## src/rom_bus_pkg.sv

```systemverilog
////////////////////////////////////////
// rom bus widths and vector types
////////////////////////////////////////
`default_nettype none

package rom_bus_pkg;

    // cpu rom address space, 64 kB
    localparam int unsigned ROM_AW = 16;

    // byte wide rom data
    localparam int unsigned ROM_DW = 8;

    // rom address as seen by the cpu and on the wishbone side
    typedef logic [ROM_AW-1:0] rom_addr_t;

    // one rom data word
    typedef logic [ROM_DW-1:0] rom_data_t;

endpackage

`default_nettype wire

```

## src/cpu_timing_pkg.sv

```systemverilog
////////////////////////////////////////
// timing types for the cpu wait unit
// miss counter type and its ceiling
// fetch state machine encoding
////////////////////////////////////////
`default_nettype none

package cpu_timing_pkg;

    ////////////////////////////////////////
    // cycle recovery

    // width of the missed-pulse counter
    localparam int unsigned MISS_W = 4;

    // recoverable missed enable pulses
    typedef logic [MISS_W-1:0] miss_cnt_t;

    // counter saturates here, older misses are dropped
    localparam miss_cnt_t MISS_MAX = '1;

    ////////////////////////////////////////
    // rom fetch state machine
    typedef enum logic [1:0] {
        FETCH_IDLE = 2'd0,
        FETCH_BUS  = 2'd1,
        FETCH_DONE = 2'd2
    } fetch_state_t;

endpackage

`default_nettype wire

```

## src/rom_req_if.sv

```systemverilog
////////////////////////////////////////
// cpu rom request bundle
// fetcher and wait controller views
////////////////////////////////////////
`default_nettype none

interface rom_req_if
    import rom_bus_pkg::*;
();

    // cpu side request
    logic      cs;
    rom_addr_t addr;

    // answer from the fetcher
    logic      ok;
    rom_data_t data;

    // fetcher sees the request and returns data
    modport fetch (input cs, input addr, output ok, output data);

    // wait controller only needs select and ready
    modport waiter (input cs, input ok);

endinterface

`default_nettype wire

```

## src/cen_divider.sv

```systemverilog
////////////////////////////////////////
// cpu clock enable divider
////////////////////////////////////////
`default_nettype none

module cen_divider #(
    parameter int unsigned DIV = 4
) (
    input  logic clk,
    input  logic rst_n,
    output logic cen_in
);

    // counter width follows the division ratio
    localparam int unsigned CW = $clog2(DIV);

    typedef logic [CW-1:0] div_cnt_t;

    // reload value, counts DIV-1 down to zero
    localparam div_cnt_t RELOAD = div_cnt_t'(DIV - 1);

    div_cnt_t cnt;

    // free running down-counter
    // pulse is registered so it lands DIV clocks after reset
    always_ff @(posedge clk or negedge rst_n) begin
        if (!rst_n) begin
            cnt    <= RELOAD;
            cen_in <= 1'b0;
        end else begin
            // one clock wide enable on terminal count
            cen_in <= (cnt == '0);
            if (cnt == '0) begin
                cnt <= RELOAD;
            end else begin
                cnt <= cnt - div_cnt_t'(1);
            end
        end
    end

endmodule

`default_nettype wire

```

## src/rom_fetch.sv

```systemverilog
////////////////////////////////////////
// one word rom cache
// wishbone classic read master on a miss
////////////////////////////////////////
`default_nettype none

module rom_fetch
    import rom_bus_pkg::*;
    import cpu_timing_pkg::*;
(
    input  logic      clk,
    input  logic      rst_n,
    rom_req_if.fetch  req,
    output logic      wb_cyc,
    output logic      wb_stb,
    output rom_addr_t wb_adr,
    input  rom_data_t wb_dat,
    input  logic      wb_ack
);

    fetch_state_t state;

    // cached word and its tag
    logic      valid;
    rom_addr_t cache_addr;
    rom_data_t cache_data;

    logic hit;
    logic miss;

    ////////////////////////////////////////
    // hit detection

    // tag compare against the live cpu address
    assign hit  = valid && (req.addr == cache_addr);
    assign miss = req.cs && !hit;

    // data is ready as long as the cpu stays on the cached word
    assign req.ok   = req.cs && hit;
    assign req.data = cache_data;

    ////////////////////////////////////////
    // wishbone master

    // cyc and stb both follow the bus state, one read per cycle
    assign wb_cyc = (state == FETCH_BUS);
    assign wb_stb = (state == FETCH_BUS);

    // state and valid flag
    always_ff @(posedge clk or negedge rst_n) begin
        if (!rst_n) begin
            state <= FETCH_IDLE;
            valid <= 1'b0;
        end else begin
            unique case (state)
                FETCH_IDLE: begin
                    // miss opens the bus on the next clock
                    if (miss) begin
                        state <= FETCH_BUS;
                    end
                end
                FETCH_BUS: begin
                    // wait as long as the slave needs
                    if (wb_ack) begin
                        valid <= 1'b1;
                        state <= FETCH_DONE;
                    end
                end
                FETCH_DONE: begin
                    // cache now holds the new word
                    state <= FETCH_IDLE;
                end
                default: begin
                    state <= FETCH_IDLE;
                end
            endcase
        end
    end

    // address and data registers
    always_ff @(posedge clk) begin
        // address is captured once and held through the cycle
        if (state == FETCH_IDLE && miss) begin
            wb_adr <= req.addr;
        end
        // fill the cache on the ack clock
        if (state == FETCH_BUS && wb_ack) begin
            cache_addr <= wb_adr;
            cache_data <= wb_dat;
        end
    end

endmodule

`default_nettype wire

```

## src/cpu_wait.sv

```systemverilog
////////////////////////////////////////
// cpu enable gating on rom and bus waits
// missed pulse counter, cycle recovery
////////////////////////////////////////
`default_nettype none

module cpu_wait
    import cpu_timing_pkg::*;
#(
    parameter int unsigned DEVCNT   = 2,
    parameter bit          RECOVERY = 1'b1
) (
    input  logic              clk,
    input  logic              rst_n,
    input  logic              cen_in,
    input  logic              rec_en,
    input  logic [DEVCNT-1:0] dev_busy,
    rom_req_if.waiter         req,
    output logic              cen_out,
    output logic              gate
);

    logic      last_cs;
    logic      cs_rise;
    logic      rom_bad;
    logic      busy;
    logic      locked;
    logic      started;
    logic      cen_l;
    logic      rec;
    miss_cnt_t miss_cnt;

    ////////////////////////////////////////
    // wait detection

    // a fresh select is never served in its first clock
    assign cs_rise = req.cs && !last_cs;
    assign rom_bad = (req.cs && !req.ok) || cs_rise;

    // any shared device holding the bus
    assign busy = |dev_busy;

    // locked stretches every wait by one clock
    assign gate = !(rom_bad || busy || locked);

    always_ff @(posedge clk or negedge rst_n) begin
        if (!rst_n) begin
            // select already high at reset is not a new request
            last_cs <= 1'b1;
            locked  <= 1'b0;
            started <= 1'b0;
        end else begin
            last_cs <= req.cs;
            locked  <= rom_bad || busy;
            // first clear clock arms the miss counter
            if (!(rom_bad || busy)) begin
                started <= 1'b1;
            end
        end
    end

    ////////////////////////////////////////
    // cycle recovery

    // extra pulse only between regular pulses
    // never right after another enable
    assign rec = RECOVERY && rec_en && (miss_cnt != '0) && !cen_in && !cen_l;

    // gated enable plus recovery pulses
    assign cen_out = (cen_in && gate) || rec;

    always_ff @(posedge clk or negedge rst_n) begin
        if (!rst_n) begin
            cen_l <= 1'b0;
        end else begin
            cen_l <= cen_out;
        end
    end

    // busy stalls are lost on purpose, only rom waits count
    always_ff @(posedge clk or negedge rst_n) begin
        if (!rst_n) begin
            miss_cnt <= '0;
        end else if (!started) begin
            miss_cnt <= '0;
        end else if (cen_in && !gate && !busy) begin
            // saturate, extra misses are dropped
            if (miss_cnt != MISS_MAX) begin
                miss_cnt <= miss_cnt + miss_cnt_t'(1);
            end
        end else if (rec) begin
            miss_cnt <= miss_cnt - miss_cnt_t'(1);
        end
    end

endmodule

`default_nettype wire

```

## src/cpu_clk_top.sv

```systemverilog
////////////////////////////////////////
// cpu clock enable and rom wait top
////////////////////////////////////////
`default_nettype none

module cpu_clk_top
    import rom_bus_pkg::*;
#(
    parameter int unsigned DIV      = 4,
    parameter int unsigned DEVCNT   = 2,
    parameter bit          RECOVERY = 1'b1
) (
    input  logic              clk,
    input  logic              rst_n,
    // cpu rom port
    input  logic              cpu_rom_cs,
    input  rom_addr_t         cpu_rom_addr,
    output rom_data_t         cpu_rom_data,
    // wait and enable control
    input  logic              rec_en,
    input  logic [DEVCNT-1:0] dev_busy,
    output logic              cen_out,
    output logic              gate,
    // wishbone classic read master
    output logic              wb_cyc,
    output logic              wb_stb,
    output rom_addr_t         wb_adr,
    input  rom_data_t         wb_dat,
    input  logic              wb_ack
);

    logic cen_in;

    // rom request shared by fetcher and wait controller
    rom_req_if u_rom_req ();

    assign u_rom_req.cs   = cpu_rom_cs;
    assign u_rom_req.addr = cpu_rom_addr;
    assign cpu_rom_data   = u_rom_req.data;

    // base enable from the system clock
    cen_divider #(
        .DIV (DIV)
    ) u_cen_divider (
        .clk    (clk),
        .rst_n  (rst_n),
        .cen_in (cen_in)
    );

    rom_fetch u_rom_fetch (
        .clk    (clk),
        .rst_n  (rst_n),
        .req    (u_rom_req.fetch),
        .wb_cyc (wb_cyc),
        .wb_stb (wb_stb),
        .wb_adr (wb_adr),
        .wb_dat (wb_dat),
        .wb_ack (wb_ack)
    );

    cpu_wait #(
        .DEVCNT   (DEVCNT),
        .RECOVERY (RECOVERY)
    ) u_cpu_wait (
        .clk      (clk),
        .rst_n    (rst_n),
        .cen_in   (cen_in),
        .rec_en   (rec_en),
        .dev_busy (dev_busy),
        .req      (u_rom_req.waiter),
        .cen_out  (cen_out),
        .gate     (gate)
    );

endmodule

`default_nettype wire

```

## config.mk

```make
export PLATFORM = sky130hd
export DESIGN_NAME = cpu_clk_top
export DESIGN_NICKNAME = d
export VERILOG_FILES = /design/src/rom_bus_pkg.sv /design/src/cpu_timing_pkg.sv /design/src/rom_req_if.sv /design/src/cen_divider.sv /design/src/rom_fetch.sv /design/src/cpu_wait.sv /design/src/cpu_clk_top.sv
export SDC_FILE = /design/constraint.sdc
export NUM_CORES = 1
export LEC_CHECK = 0
export BUFFER_PORTS_ARGS = -buffer_cell sky130_fd_sc_hd__buf_2
export CAP_MARGIN = 20
export CORE_UTILIZATION = 28
export CTS_CLUSTER_DIAMETER = 80
export DETAILED_ROUTE_END_ITERATION = 10
export HOLD_SLACK_MARGIN = 0.1
export PLACE_DENSITY = 0.55
export SLEW_MARGIN = 40
export SYNTH_ARGS = -nofsm -noshare
export SYNTH_HDL_FRONTEND = slang
export SYNTH_SLANG_ARGS = --single-unit
```

## constraint.sdc

```tcl
create_clock -name clk -period 2.9 [get_ports clk]
set_input_delay 0.58 -clock clk [delete_from_list [all_inputs] [get_ports clk]]
set_output_delay 0.58 -clock clk [all_outputs]
set_load 0.02 [all_outputs]
```

# == Yosys cells after proc, flatten, opt, wreduce, memory -nomap -nowiden ==
# Index checks and enable logic that the tools add are counted.
# op_classes
n_addsub,3
n_eq_ne,7
muxes,8
n_reduce_logical,31
# op_table
op,n
16-bit equality test,1
4-bit two-way mux,4
1-bit logical AND,13
1-bit zero test,7
2-bit two-way mux,3
"3-bit inequality test, second input constant",2
2-bit AND reduction,3
"4-bit by 1-bit adder with 4-bit output, second input constant",1
2-bit zero test,2
1-bit logical OR,4
"2-bit by 1-bit inequality test with 1-bit output, second input constant",2
"4-bit inequality test, second input constant",1
2-bit case mux with 2 select lines,1
4-bit nonzero test,1
"4-bit by 1-bit subtractor with 4-bit output, second input constant",1
"2-bit by 1-bit equality test with 1-bit output, second input constant",1
2-bit OR reduction,1
"2-bit by 1-bit subtractor with 2-bit output, second input constant",1
# word_totals
reg_bits,54
input_bits,31
out_inout_bits,28
elab_cells,61

# == Depth between registers and ports, before layout ==
# Gate-level depths: netlist (run 1).
# depth
ltp_word,12
depth_mapped,10
depth_no_buf,10

# == By module ==
# A second synthesis (run 1) with hierarchy kept.
# hier_totals
cells_unflattened,128
area_unflattened_um2,2109.5
# modules_own_cells
module,instances,cells_each,area_per_inst_um2
rom_fetch,1,79,1535.2
cpu_wait,1,41,466.7
cen_divider,1,8,107.6

# == Least setup slack after synthesis (run 1) ==
# Ideal clock, no wire load.
# synth_timing
kind,input to register
startpoint,input port cpu_rom_addr[0]
endpoint,register u_cpu_wait.miss_cnt[3]
setup_time_ns,0.072
arrival_ns,2.604
path_slack_ns,0.224
cell_stages,10
path_cell_list,xor2_1 nor4_1 nand3_1 o31ai_4 ha_1 a21o_1 a21oi_1 nor3b_1 mux2_1 nor2_1
# synth_between
elab_chain_cells,12
word_cells_on_any_way,15
# synth_lines
item,line_no,text
from (decl),cpu_clk_top.sv:17,"input rom_addr_t cpu_rom_addr,"
16-bit equality test (*),rom_fetch.sv:35,assign hit = valid && (req.addr == cache_addr);
1-bit logical AND (*),rom_fetch.sv:35,
1-bit logical AND (*),rom_fetch.sv:39,assign req.ok = req.cs && hit;
1-bit zero test (*),cpu_wait.sv:38,assign rom_bad = (req.cs && !req.ok) || cs_rise;
1-bit logical AND (*),cpu_wait.sv:38,
1-bit logical OR (*),cpu_wait.sv:38,
1-bit logical OR (*) (2 in a row),cpu_wait.sv:44,assign gate = !(rom_bad || busy || locked);
1-bit logical AND (*) (2 in a row),cpu_wait.sv:86,end else if (cen_in && !gate && !busy) begin
3-bit inequality test (no line) / 4-bit two-way mux (equally long branches),-,
2-bit AND reduction (no line) / 4-bit two-way mux (equally long branches),-,
to (signal assigned),cpu_wait.sv:89,miss_cnt <= miss_cnt + miss_cnt_t'(1);
to (signal assigned),cpu_wait.sv:92,miss_cnt <= miss_cnt - miss_cnt_t'(1);
to (decl),cpu_wait.sv:31,miss_cnt_t miss_cnt;
# Mark *: on every way between the ends. The rest lies on a longest branch, timed or not.
# A chain may end at the register's enable or synchronous reset.

# == Worst setup path after layout (run 1) ==
# layout_timing
startpoint,register u_rom_fetch.cache_addr[11]
endpoint,output port cen_out
# layout_between
elab_chain_cells,11
# layout_lines
item,line_no,text
from (decl),rom_fetch.sv:25,rom_addr_t cache_addr;
from (signal assigned),rom_fetch.sv:88,cache_addr <= wb_adr;
16-bit equality test,rom_fetch.sv:35,
1-bit logical AND,rom_fetch.sv:35,
1-bit logical AND,rom_fetch.sv:39,
1-bit zero test,cpu_wait.sv:38,
1-bit logical AND,cpu_wait.sv:38,
1-bit logical OR,cpu_wait.sv:38,
1-bit logical OR (2 in a row),cpu_wait.sv:44,
1-bit zero test,cpu_wait.sv:44,
1-bit logical AND,cpu_wait.sv:70,assign cen_out = (cen_in && gate) || rec;
1-bit logical OR,cpu_wait.sv:70,
to (decl),cpu_clk_top.sv:22,"output logic cen_out,"
# Every way passes these cells.

==> results by group, run 1 <==
Clock tree
  – CTS Buffer Depth: 2
  – Sink Count: 54
  – CTS buffer count: 5
  – CTS HTree Levels: 2
  – CTS root buf: clkbuf_8
  – CTS clk-pin slew, worst paths: 100 ps
  – CTS tree: yes
  – Worst skew pair latency: 300 ps
  – Post-CTS Hold Fix Bufs: 0

Worst setup path
  – Critical path type: reg -> out
  – Crit path capture type: output pin
  – Worst reg-to-reg path cell count: 10
  – Peak fanout along the critical path: 3
  – Reg-to-reg slack, setup: 290 ps
  – Reg2reg start: u_rom_fetch.cache_addr[11]
  – Reg2Reg Capture Point: u_cpu_wait.miss_cnt[3]
  – CP Data Required Time: 2320 ps
  – Arrival time at the worst endpoint: 2260 ps
  – Startpoint Class: register

Cells and area
  – Commonest non-fill, non-tap cell in the layout: buf_2
  – Finished Core Util: 0.375
  – Antenna cells: 0
  – Final Cell Area: 2760 µm²
  – Share of cells above drive strength 1: 0.418
  – Nets: 243
  – Synthesis-to-layout area growth: 27.7%
  – Most frequent cells in the layout: 56 x buf_2, 40 x edfxtp_1, 15 x xor2_1

Timing
  – Max-Slew Margin vs Limit: 0.482
  – Final cycle utilization of the critical path: 0.978
  – Slew Limit Fails: 0
  – Hold Violations, Final: 0
  – Final setup violation count: 0
  – Crit path time final: 2840 ps
  – Post-Route Skew: 10.6 ps
  – Worst-margin pin slew: 767 ps
  – FMAX: 352 MHz

Worst hold path
  – Hold crit path type: in -> async

Power
  – Leak Pwr: 0.00114 µW
  – Power Density: 665 nW/µm²
  – Tot Pwr: 1840 µW
  – Peak VDD IR: 0.000266 V

Yosys
  – Synth Area per Inst: 15.8 µm²
  – Mapped Area: 2160 µm²
  – Ys Warns: 0
  – Mapped Nets: 172
  – Gate Count Post-Synth: 137
  – Part of the Yosys area used for sequential elements: 0.719
  – Distinct cell type count after synthesis: 34
  – Synthesized flop and latch total: 54

Die
  – Die X-Extent: 89.9 µm
  – Initial Util: 0.293
  – Chip Height: 89.9 µm
  – Die Area: 8080 µm²
  – CORE AREA: 7370 µm²
  – Num rows: 31
  – Boundary Pins: 59

Place
  – Post-DP Area: 2620 µm²
  – PortBufs: 58
  – Final RePlAce weighted congestion: 0.715
  – DP HPWL: 2850 µm

Global routing
  – Vias in the first global route: 1257
  – Initial antenna violation count: 0
  – Overflow after GRT: 0
  – Largest net degree at the start of global routing: 17
  – Overall Global Routing Usage: 0.102
  – First-pass GRT wire length: 6290 µm

Outcome
  – Outcome: completed

Drt
  – First-pass DRT Iterations: 4
  – Drt initial violations: 75
  – Vias per Instance: 4.13
  – Vias post-DR: 1268
  – Routed length per placed instance: 13.0 µm
  – Total wire length: 4000 µm
  – Post-route ant nets: 0
  – DRC viols: 0

Job
  – Max-cap viol count: 0
[cell usage after synthesis]
library cell / number / area, µm²
nand3b_1: 2 / 15.0
dfrtp_1: 11 / 275
o221ai_2: 1 / 15.0
nand2_1: 9 / 33.8
a21o_1: 1 / 7.51
edfxtp_1: 40 / 1200
nor3_1: 2 / 10.0
mux2_1: 1 / 11.3
a21oi_1: 1 / 5.00
nor2b_1: 1 / 6.26
fa_1: 1 / 20.0
o31ai_4: 2 / 42.5
nor3b_1: 2 / 15.0
o21ai_0: 2 / 10.0
nand3_2: 1 / 10.0
mux2i_1: 3 / 30.0
nor4_1: 2 / 12.5
xor2_1: 15 / 131
dfstp_2: 3 / 78.8
nand4_1: 1 / 6.26
nand3_1: 4 / 20.0
buf_4: 1 / 7.51
mux2_2: 1 / 11.3
nand2b_1: 3 / 18.8
xnor2_1: 2 / 17.5
buf_1: 1 / 3.75
nor2_1: 6 / 22.5
or2_2: 1 / 6.26
ha_1: 3 / 37.5
and2_1: 4 / 25.0
nor4_2: 1 / 12.5
o21a_1: 1 / 7.51
inv_1: 7 / 26.3
o41ai_1: 1 / 8.76
[sequential cells by signal (all words and copies together) (netlist names)]
register / flops
u_rom_fetch.state: 2
u_rom_fetch.cache_addr: 16
u_cen_divider.cnt: 2
u_cpu_wait.locked: 1
u_cpu_wait.last_cs: 1
u_cpu_wait.cen_l: 1
u_rom_fetch.wb_adr: 16
u_rom_fetch.req.data: 8
u_rom_fetch.valid: 1
u_cpu_wait.miss_cnt: 4
u_cpu_wait.started: 1
u_cen_divider.cen_in: 1
[what timing repair did]
item | 4_1_cts | 5_1_grt
endpoints found under the setup margin | 0 | 2
gates resized for setup | 0 | 6
setup buffers | 0 | 2
[final cells by class]
| type | instances | area, µm² |
|---|---|---|
| inverters | 7 | 26.3 |
| well taps | 99 | 124 |
| multi-input cells | 74 | 588 |
| repair buffers | 66 | 359 |
| flip-flops and latches | 54 | 1560 |
| clock inverters | 2 | 38.8 |
| clock buffers | 5 | 68.8 |
| fillers | 734 | 4610 |
[metal layers]
metal,share of wire,vias up,track usage
met2,0.50,34,0.169
met3,0.044,4,0.0262
met4,0.017,0,0.0444
met1,0.44,600,0.126
li1,-,630,-
met5,0,-,0
[critical path, stage by stage, from the launching register on]
cell	delay, ps
edfxtp_1	390
xor2_1	190
nor4_2	390
nand3_2	190
buf_6	160
o31ai_4	290
nand3b_1	110
nand2_1	100
buf_4	150
[worst max-delay path by stage]
stage | start | endpoint | cells after the start
5_1_grt | u_rom_fetch.cache_addr[11] | gate | 8
6_report | u_rom_fetch.cache_addr[11] | cen_out | 8
4_1_cts | u_rom_fetch.cache_addr[2] | gate | 8
3_3_place_gp | cpu_rom_addr[11] | u_cpu_wait.miss_cnt[3] | 11
2_1_floorplan | cpu_rom_addr[0] | u_cpu_wait.miss_cnt[3] | 10
3_5_place_dp | cpu_rom_addr[11] | u_cpu_wait.miss_cnt[3] | 11
[logic make-up after synthesis]
| logic type | after synthesis | synth area share |
|---|---|---|
| mux | 5 | 0.0243 |
| flops | 54 | 0.719 |
| fa+ha+maj | 4 | 0.0266 |
| buf+inv | 9 | 0.0174 |
| xor+xnor | 17 | 0.0689 |
| simple gates | 39 | 0.0990 |
| compound gates | 9 | 0.0446 |
[through the flow]
stage	TNS [ps]	setup WS, ps	instances	hold slack, ps
3_3_place_gp	0	52.5	298	429
5_1_grt	-51.3	-27.6	307	166
4_1_cts	0	15.0	305	167
6_report	0	63.1	307	165
3_5_place_dp	0	12.9	298	431
2_1_floorplan	0	224	137	284
[power breakdown]
group | switching, µW | internal (µW)
sequential | 59.9 | 924
combinational | 201 | 160
clock | 237 | 254
(Power assumes the default switching activity.)
==> run 2, diff against run 1 <==
==> constraint.sdc (replaced) <==
create_clock -name clk -period 2.7 [get_ports clk]
set_input_delay 0.54 -clock clk [delete_from_list [all_inputs] [get_ports clk]]
set_output_delay 0.54 -clock clk [all_outputs]
set_load 0.02 [all_outputs]
==> run 2 against run 1 <==
Net effect: flip-flop and latch count unchanged; sequential power grew 8%; critical path depth unchanged; combinational power grew 16%; hold slack got worse by 43 ps.
==> results by group, run 2 (synthesis results as in run 1) <==
Power
  – Seq pwr share: 0.549 (+0.013)
  – Logic pwr share: 0.217 (+0.020)
  – Leak Pwr: 0.00116 µW (+2.4%)
  – Net Sw Power: 566 µW (+14%)
  – Power Density: 689 nW/µm² (+3.6%)
  – Peak VDD IR: 0.000264 V (-0.48%)
  – Sw frac: 0.292 (+0.0210)
  – Clk pwr share: 0.234 (-0.033)
  – Power Internal: 1370 µW (+2.5%)

Timing
  – Post-Route Skew: 5.51 ps (-5.14 ps)
  – Final setup violation count: 0 (unchanged)
  – RSZ-0062 raised after global routing: yes
  – Worst-margin pin slew: 533 ps (-234 ps)
  – FMAX: 374 MHz
  – Worst hold slack: 122 ps (-42.7 ps)
  – Crit path time final: 2680 ps
  – Final cycle utilization of the critical path: 0.991
  – Slew Limit Fails: 0 (unchanged)
  – Hold Violations, Final: 0 (unchanged)
  – Max-Slew Margin vs Limit: 0.640 (+0.158)

Drt
  – Vias per Instance: 4.14 (+0.23%)
  – Post-route ant nets: 0 (unchanged)
  – Total wire length: 3990 µm (-0.32%)
  – DRC viols: 0 (unchanged)
  – Drt initial violations: 68 (-9.3%)
  – First-pass DRT Iterations: 2 (-2)
  – Vias post-DR: 1304 (+2.8%)
  – Routed length per placed instance: 12.7 µm (-2.9%)

Cells and area
  – Final Cell Area: 2810 µm² (+1.9%)
  – Antenna cells: 0 (unchanged)
  – Commonest non-fill, non-tap cell in the layout: buf_2
  – Non-filler instance count after layout: 315 (+2.6%)
  – Synthesis-to-layout area growth: 30.0%
  – Nets: 250 (+2.9%)
  – Finished Core Util: 0.381 (+0.00696)
  – Most frequent cells in the layout: 56 x buf_2, 40 x edfxtp_1, 15 x xor2_1
  – Share of cells above drive strength 1: 0.444 (+0.0262)

Die
  – Die Area: 8080 µm² (unchanged)
  – Die X-Extent: 89.9 µm (unchanged)
  – Chip Height: 89.9 µm (unchanged)
  – Num rows: 31 (unchanged)
  – CORE AREA: 7370 µm² (unchanged)
  – Boundary Pins: 59 (unchanged)
  – Initial Util: 0.293 (unchanged)

Job
  – Max-cap viol count: 0 (unchanged)

Clock tree
  – CTS buffer count: 5 (unchanged)
  – CTS tree: yes
  – CTS HTree Levels: 2 (unchanged)
  – CTS Buffer Depth: 2 (unchanged)
  – CTS clk-pin slew, worst paths: 100 ps (about the same)
  – CTS root buf: clkbuf_8
  – Sink Count: 54 (unchanged)
  – Worst skew pair latency: 300 ps (about the same)

Worst setup path
  – CP Data Required Time: 2160 ps (-160 ps)
  – Critical path type: reg -> out
  – Crit path capture type: output pin
  – Startpoint Class: register
  – Arrival time at the worst endpoint: 2140 ps (-120 ps)
  – Peak fanout along the critical path: 3 (unchanged)

Global routing
  – Overall Global Routing Usage: 0.101 (-0.000637)
  – Initial antenna violation count: 0 (unchanged)
  – Vias in the first global route: 1294 (+2.9%)
  – Overflow after GRT: 0 (unchanged)
  – Largest net degree at the start of global routing: 26 (+9)
  – First-pass GRT wire length: 6270 µm (-0.32%)

Place
  – Final RePlAce weighted congestion: 0.700 (-2.1%)
  – PortBufs: 58 (unchanged)
  – Placed insts: 305 (+2.3%)
  – Post-DP Area: 2670 µm² (+2.0%)
  – DP HPWL: 2920 µm (+2.5%)

Outcome
  – Outcome: completed

Worst hold path
  – Hold crit path type: in -> async
==> run 2: power by group through the flow <==
stage               Sequential (µW)  Clock (µW)  Combinational, µW
floorplan                      1090           0                232
global placement               1070           0                400
detailed placement             1070           0                407
CTS                            1060         477                420
global route                   1080         508                474
finish                         1060         453                420
==> run 2: worst max-delay path, stage by stage (launching register included) <==
cell and delay (ps):
edfxtp_1 390, xor2_1 150, nor4_2 360, nand3_1 180
buf_6 160, o31ai_4 220, nand2_1 110, nor2_1 120
buf_4 140
==> run 2: what timing repair did <==
action / in CTS / in global routing
buffers inserted: 2 / 0
hold buffers: 0 / 0
endpoints found under the setup margin: 3 / 4
endpoints found under the hold margin: 0 / 0
pin swaps: 2 / 11
gates resized for setup: 6 / 3
==> run 2: per-stage QoR <==
step / total power [µW] / TNS [ps] / setup WS (ps)
floorplan: 1320 / 0 / 63.8
global placement: 1470 / -354 / -187
detailed placement: 1480 / -707 / -287
CTS: 1950 / -17.1 / -17.1
global route: 2060 / -276 / -131
finish: 1940 / 0 / 24.4
==> run 2: final timing paths <==
check                                      startpoint                         end  slack [ps]  cells past startpoint
min                                             rst_n          u_cpu_wait.started         120                      1
min in group clk                           cpu_rom_cs          u_cpu_wait.last_cs         390                      1
max reg2reg                u_rom_fetch.cache_addr[15]      u_cpu_wait.miss_cnt[3]         140                     11
min reg2reg                    u_rom_fetch.wb_adr[12]  u_rom_fetch.cache_addr[12]         460                      0
max                        u_rom_fetch.cache_addr[15]                        gate          20                      8
max in group asynchronous                       rst_n          u_cpu_wait.last_cs        2280                      1
==> run 2: area by class of cell <==
type	count	area, µm²
Clock buffer	5	68.8
Clock inverter	3	20.0
Fill cell	725	4560
Inverter	7	26.3
Multi-Input combinational cell	74	598
Sequential cell	54	1560
Tap cell	99	124
Timing Repair Buffer	73	419
==> run 2: per-layer routing <==
layer | track usage | wire length (µm) | vias up | share of wire
met2 | 0.174 | 2010 | 31 | 0.50
met4 | 0.0444 | 55 | 0 | 0.014
li1 | - | - | 644 | -
met1 | 0.123 | 1780 | 625 | 0.45
met3 | 0.0220 | 146 | 4 | 0.037
met5 | 0 | 0 | - | 0
==> run 3, diff against run 2 <==
--- a/config.mk
+++ b/config.mk
@@ -6,7 +6,8 @@
 export NUM_CORES = 1
 export LEC_CHECK = 0
 export BUFFER_PORTS_ARGS = -buffer_cell sky130_fd_sc_hd__buf_2
-export CAP_MARGIN = 20
+export CAP_MARGIN = 5
+export CORE_ASPECT_RATIO = 1.1
 export CORE_UTILIZATION = 28
 export CTS_CLUSTER_DIAMETER = 80
 export DETAILED_ROUTE_END_ITERATION = 10
==> run 3 against run 2 <==
Net effect: clock power up 1%; cell count rose by 2.2%; hold slack got worse by 6.4 ps; via count is 1.2% higher; setup slack improved by 1.5 ps; combinational power is 5.2% lower; first-iteration DRC count down 37%; routed wire length shrank 2.1%; design area barely moved; maximum frequency barely moved; largest power group unchanged.
==> results by group, run 3 (synthesis results as in run 1) <==
Outcome
  – Outcome: completed

Cells and area
  – Commonest non-fill, non-tap cell in the layout: buf_2
  – Non-filler instance count after layout: 322 (+2.2%)
  – Layout fillers: 755 (+4.1%)
  – Synthesis-to-layout area growth: 30.1% (about the same)
  – Final Cell Area: 2810 µm² (about the same)
  – Most frequent cells in the layout: 56 x buf_2, 40 x edfxtp_1, 16 x buf_4
  – Nets: 251 (+0.40%)
  – Share of cells above drive strength 1: 0.438 (-0.00666)
  – Antenna cells: 0 (unchanged)

Drt
  – Routed length per placed instance: 12.1 µm (-4.2%)
  – Post-route ant nets: 0 (unchanged)
  – Vias per Instance: 4.10 (-0.97%)
  – DRC viols: 0 (unchanged)
  – First-pass DRT Iterations: 5 (+3)
  – Total wire length: 3910 µm (-2.1%)
  – Drt initial violations: 43 (-37%)
  – Vias post-DR: 1320 (+1.2%)

Die
  – Chip Height: 94.2 µm (+4.8%)
  – Die X-Extent: 85.8 µm (-4.6%)
  – CORE AREA: 7470 µm² (+1.4%)
  – Num rows: 33 (+6.5%)
  – Die Area: 8080 µm² (unchanged)
  – Initial Util: 0.289 (-0.00408)
  – Boundary Pins: 59 (unchanged)

Power
  – Peak VDD IR: 0.000313 V (+18%)
  – Seq pwr share: 0.552 (+0.003)
  – Power Density: 680 nW/µm² (-1.3%)
  – Leak Pwr: 0.00117 µW (+0.24%)
  – Power Internal: 1360 µW (-0.75%)
  – Logic pwr share: 0.208 (-0.009)
  – Sw frac: 0.288 (-0.00374)
  – Net Sw Power: 551 µW (-2.5%)
  – Clk pwr share: 0.240 (+0.006)

Place
  – PortBufs: 58 (unchanged)
  – Final RePlAce weighted congestion: 0.708 (+1.1%)
  – DP HPWL: 2890 µm (-1.2%)
  – Post-DP Area: 2660 µm² (-0.28%)
  – Placed insts: 309 (+1.3%)

Worst setup path
  – Reg2reg start: u_rom_fetch.cache_addr[8]
  – Critical path type: reg -> out
  – Crit path cell chain: xor2_1, nor4_2, nand3_2, buf_6, o31ai_4, nand2_1, nor2_1, buf_4
  – Worst reg-to-reg path cell count: 11 (unchanged)
  – Number of buffers and inverters on the critical path: 2 (unchanged)
  – Peak fanout along the critical path: 3 (unchanged)
  – Startpoint Class: register
  – Reg-to-reg slack, setup: 120 ps (-20 ps)
  – Crit path capture type: output pin
  – Arrival time at the worst endpoint: 2130 ps (about the same)
  – CP Data Required Time: 2160 ps (about the same)
  – Critical-path top delay cell: edfxtp_1
  – Reg2Reg Capture Point: u_cpu_wait.miss_cnt[3]
  – Delay-heaviest family, CP: simple AND/OR/NAND/NOR gates
  – CP peak stage delay: 400 ps (about the same)

Timing
  – Final cycle utilization of the critical path: 0.990 (about the same)
  – Hold Violations, Final: 0 (unchanged)
  – Crit path time final: 2670 ps (-1.51 ps)
  – Final setup violation count: 0 (unchanged)
  – Max-Slew Margin vs Limit: 0.395 (-0.246)
  – RSZ-0062 raised after global routing: yes
  – Post-Route Skew: 11.0 ps (+5.52 ps)
  – FMAX: 374 MHz (about the same)
  – Worst-margin pin slew: 896 ps (+363 ps)
  – Slew Limit Fails: 0 (unchanged)

Clock tree
  – Sink Count: 54 (unchanged)
  – CTS Buffer Depth: 2 (unchanged)
  – CTS clk-pin slew, worst paths: 100 ps (about the same)
  – Worst skew pair latency: 300 ps (about the same)
  – CTS buffer count: 5 (unchanged)
  – CTS tree: yes
  – CTS root buf: clkbuf_8
  – CTS HTree Levels: 2 (unchanged)

Job
  – Max-cap viol count: 0 (unchanged)

Worst hold path
  – Hold crit path type: in -> async

Global routing
  – First-pass GRT wire length: 6110 µm (-2.4%)
  – Largest net degree at the start of global routing: 22 (-15%)
  – Vias in the first global route: 1293 (-0.077%)
  – Initial antenna violation count: 0 (unchanged)
  – Overflow after GRT: 0 (unchanged)
  – Overall Global Routing Usage: 0.102 (+0.000468)
[run 3: power groups by stage]
stage | clock [µW] | sequential, µW | combinational, µW
6_report | 459 | 1060 | 398
5_1_grt | 511 | 1070 | 446
4_1_cts | 478 | 1060 | 394
3_5_place_dp | 0 | 1070 | 390
3_3_place_gp | 0 | 1070 | 384
2_1_floorplan | 0 | 1090 | 232
[run 3: cell type report]
cell class / count / area (µm²) / share of cell area
Sequential cell: 54 / 1560 / 0.553
Inverter: 7 / 26.3 / 0.00934
Tap cell: 105 / 131 / 0.0467
Timing Repair Buffer: 74 / 423 / 0.150
Clock buffer: 6 / 72.6 / 0.0258
Clock inverter: 2 / 17.5 / 0.00623
Multi-Input combinational cell: 74 / 587 / 0.209
[run 3: worst max path at each step]
| stage | end | cells past startpoint | start | slack [ps] |
|---|---|---|---|---|
| floorplan | u_cpu_wait.miss_cnt[3] | 10 | cpu_rom_addr[0] | 60 |
| global placement | u_cpu_wait.miss_cnt[3] | 11 | cpu_rom_addr[5] | -100 |
| detailed placement | u_cpu_wait.miss_cnt[3] | 11 | cpu_rom_addr[5] | -110 |
| CTS | cen_out | 8 | u_rom_fetch.cache_addr[11] | 0.3 |
| global route | gate | 8 | u_rom_fetch.cache_addr[5] | -80 |
| finish | gate | 8 | u_rom_fetch.cache_addr[8] | 30 |
[run 3: metrics by stage]
step,utilization,setup WS (ps),power (µW),TNS [ps],hold slack (ps)
floorplan,-,63.8,1320,0,244
global placement,0.356,-97.6,1460,-97.6,427
detailed placement,0.356,-114,1460,-117,427
CTS,0.372,0.347,1930,0,115
global route,0.376,-84.4,2030,-222,125
finish,0.376,25.9,1910,0,115
[run 3: what timing repair did]
item	in CTS	in global routing
hold endpoints to repair	0	0
hold buffers	0	0
pin swaps	4	10
setup buffers	3	2
resized for setup	2	5
endpoints found under the setup margin	2	3
[run 3: metal layers]
metal	global-route usage	share of wire	vias up
met1	0.131	0.44	617
met4	0.0292	0.0033	0
met5	0	0	-
li1	-	-	645
met3	0.0483	0.097	2
met2	0.152	0.46	56
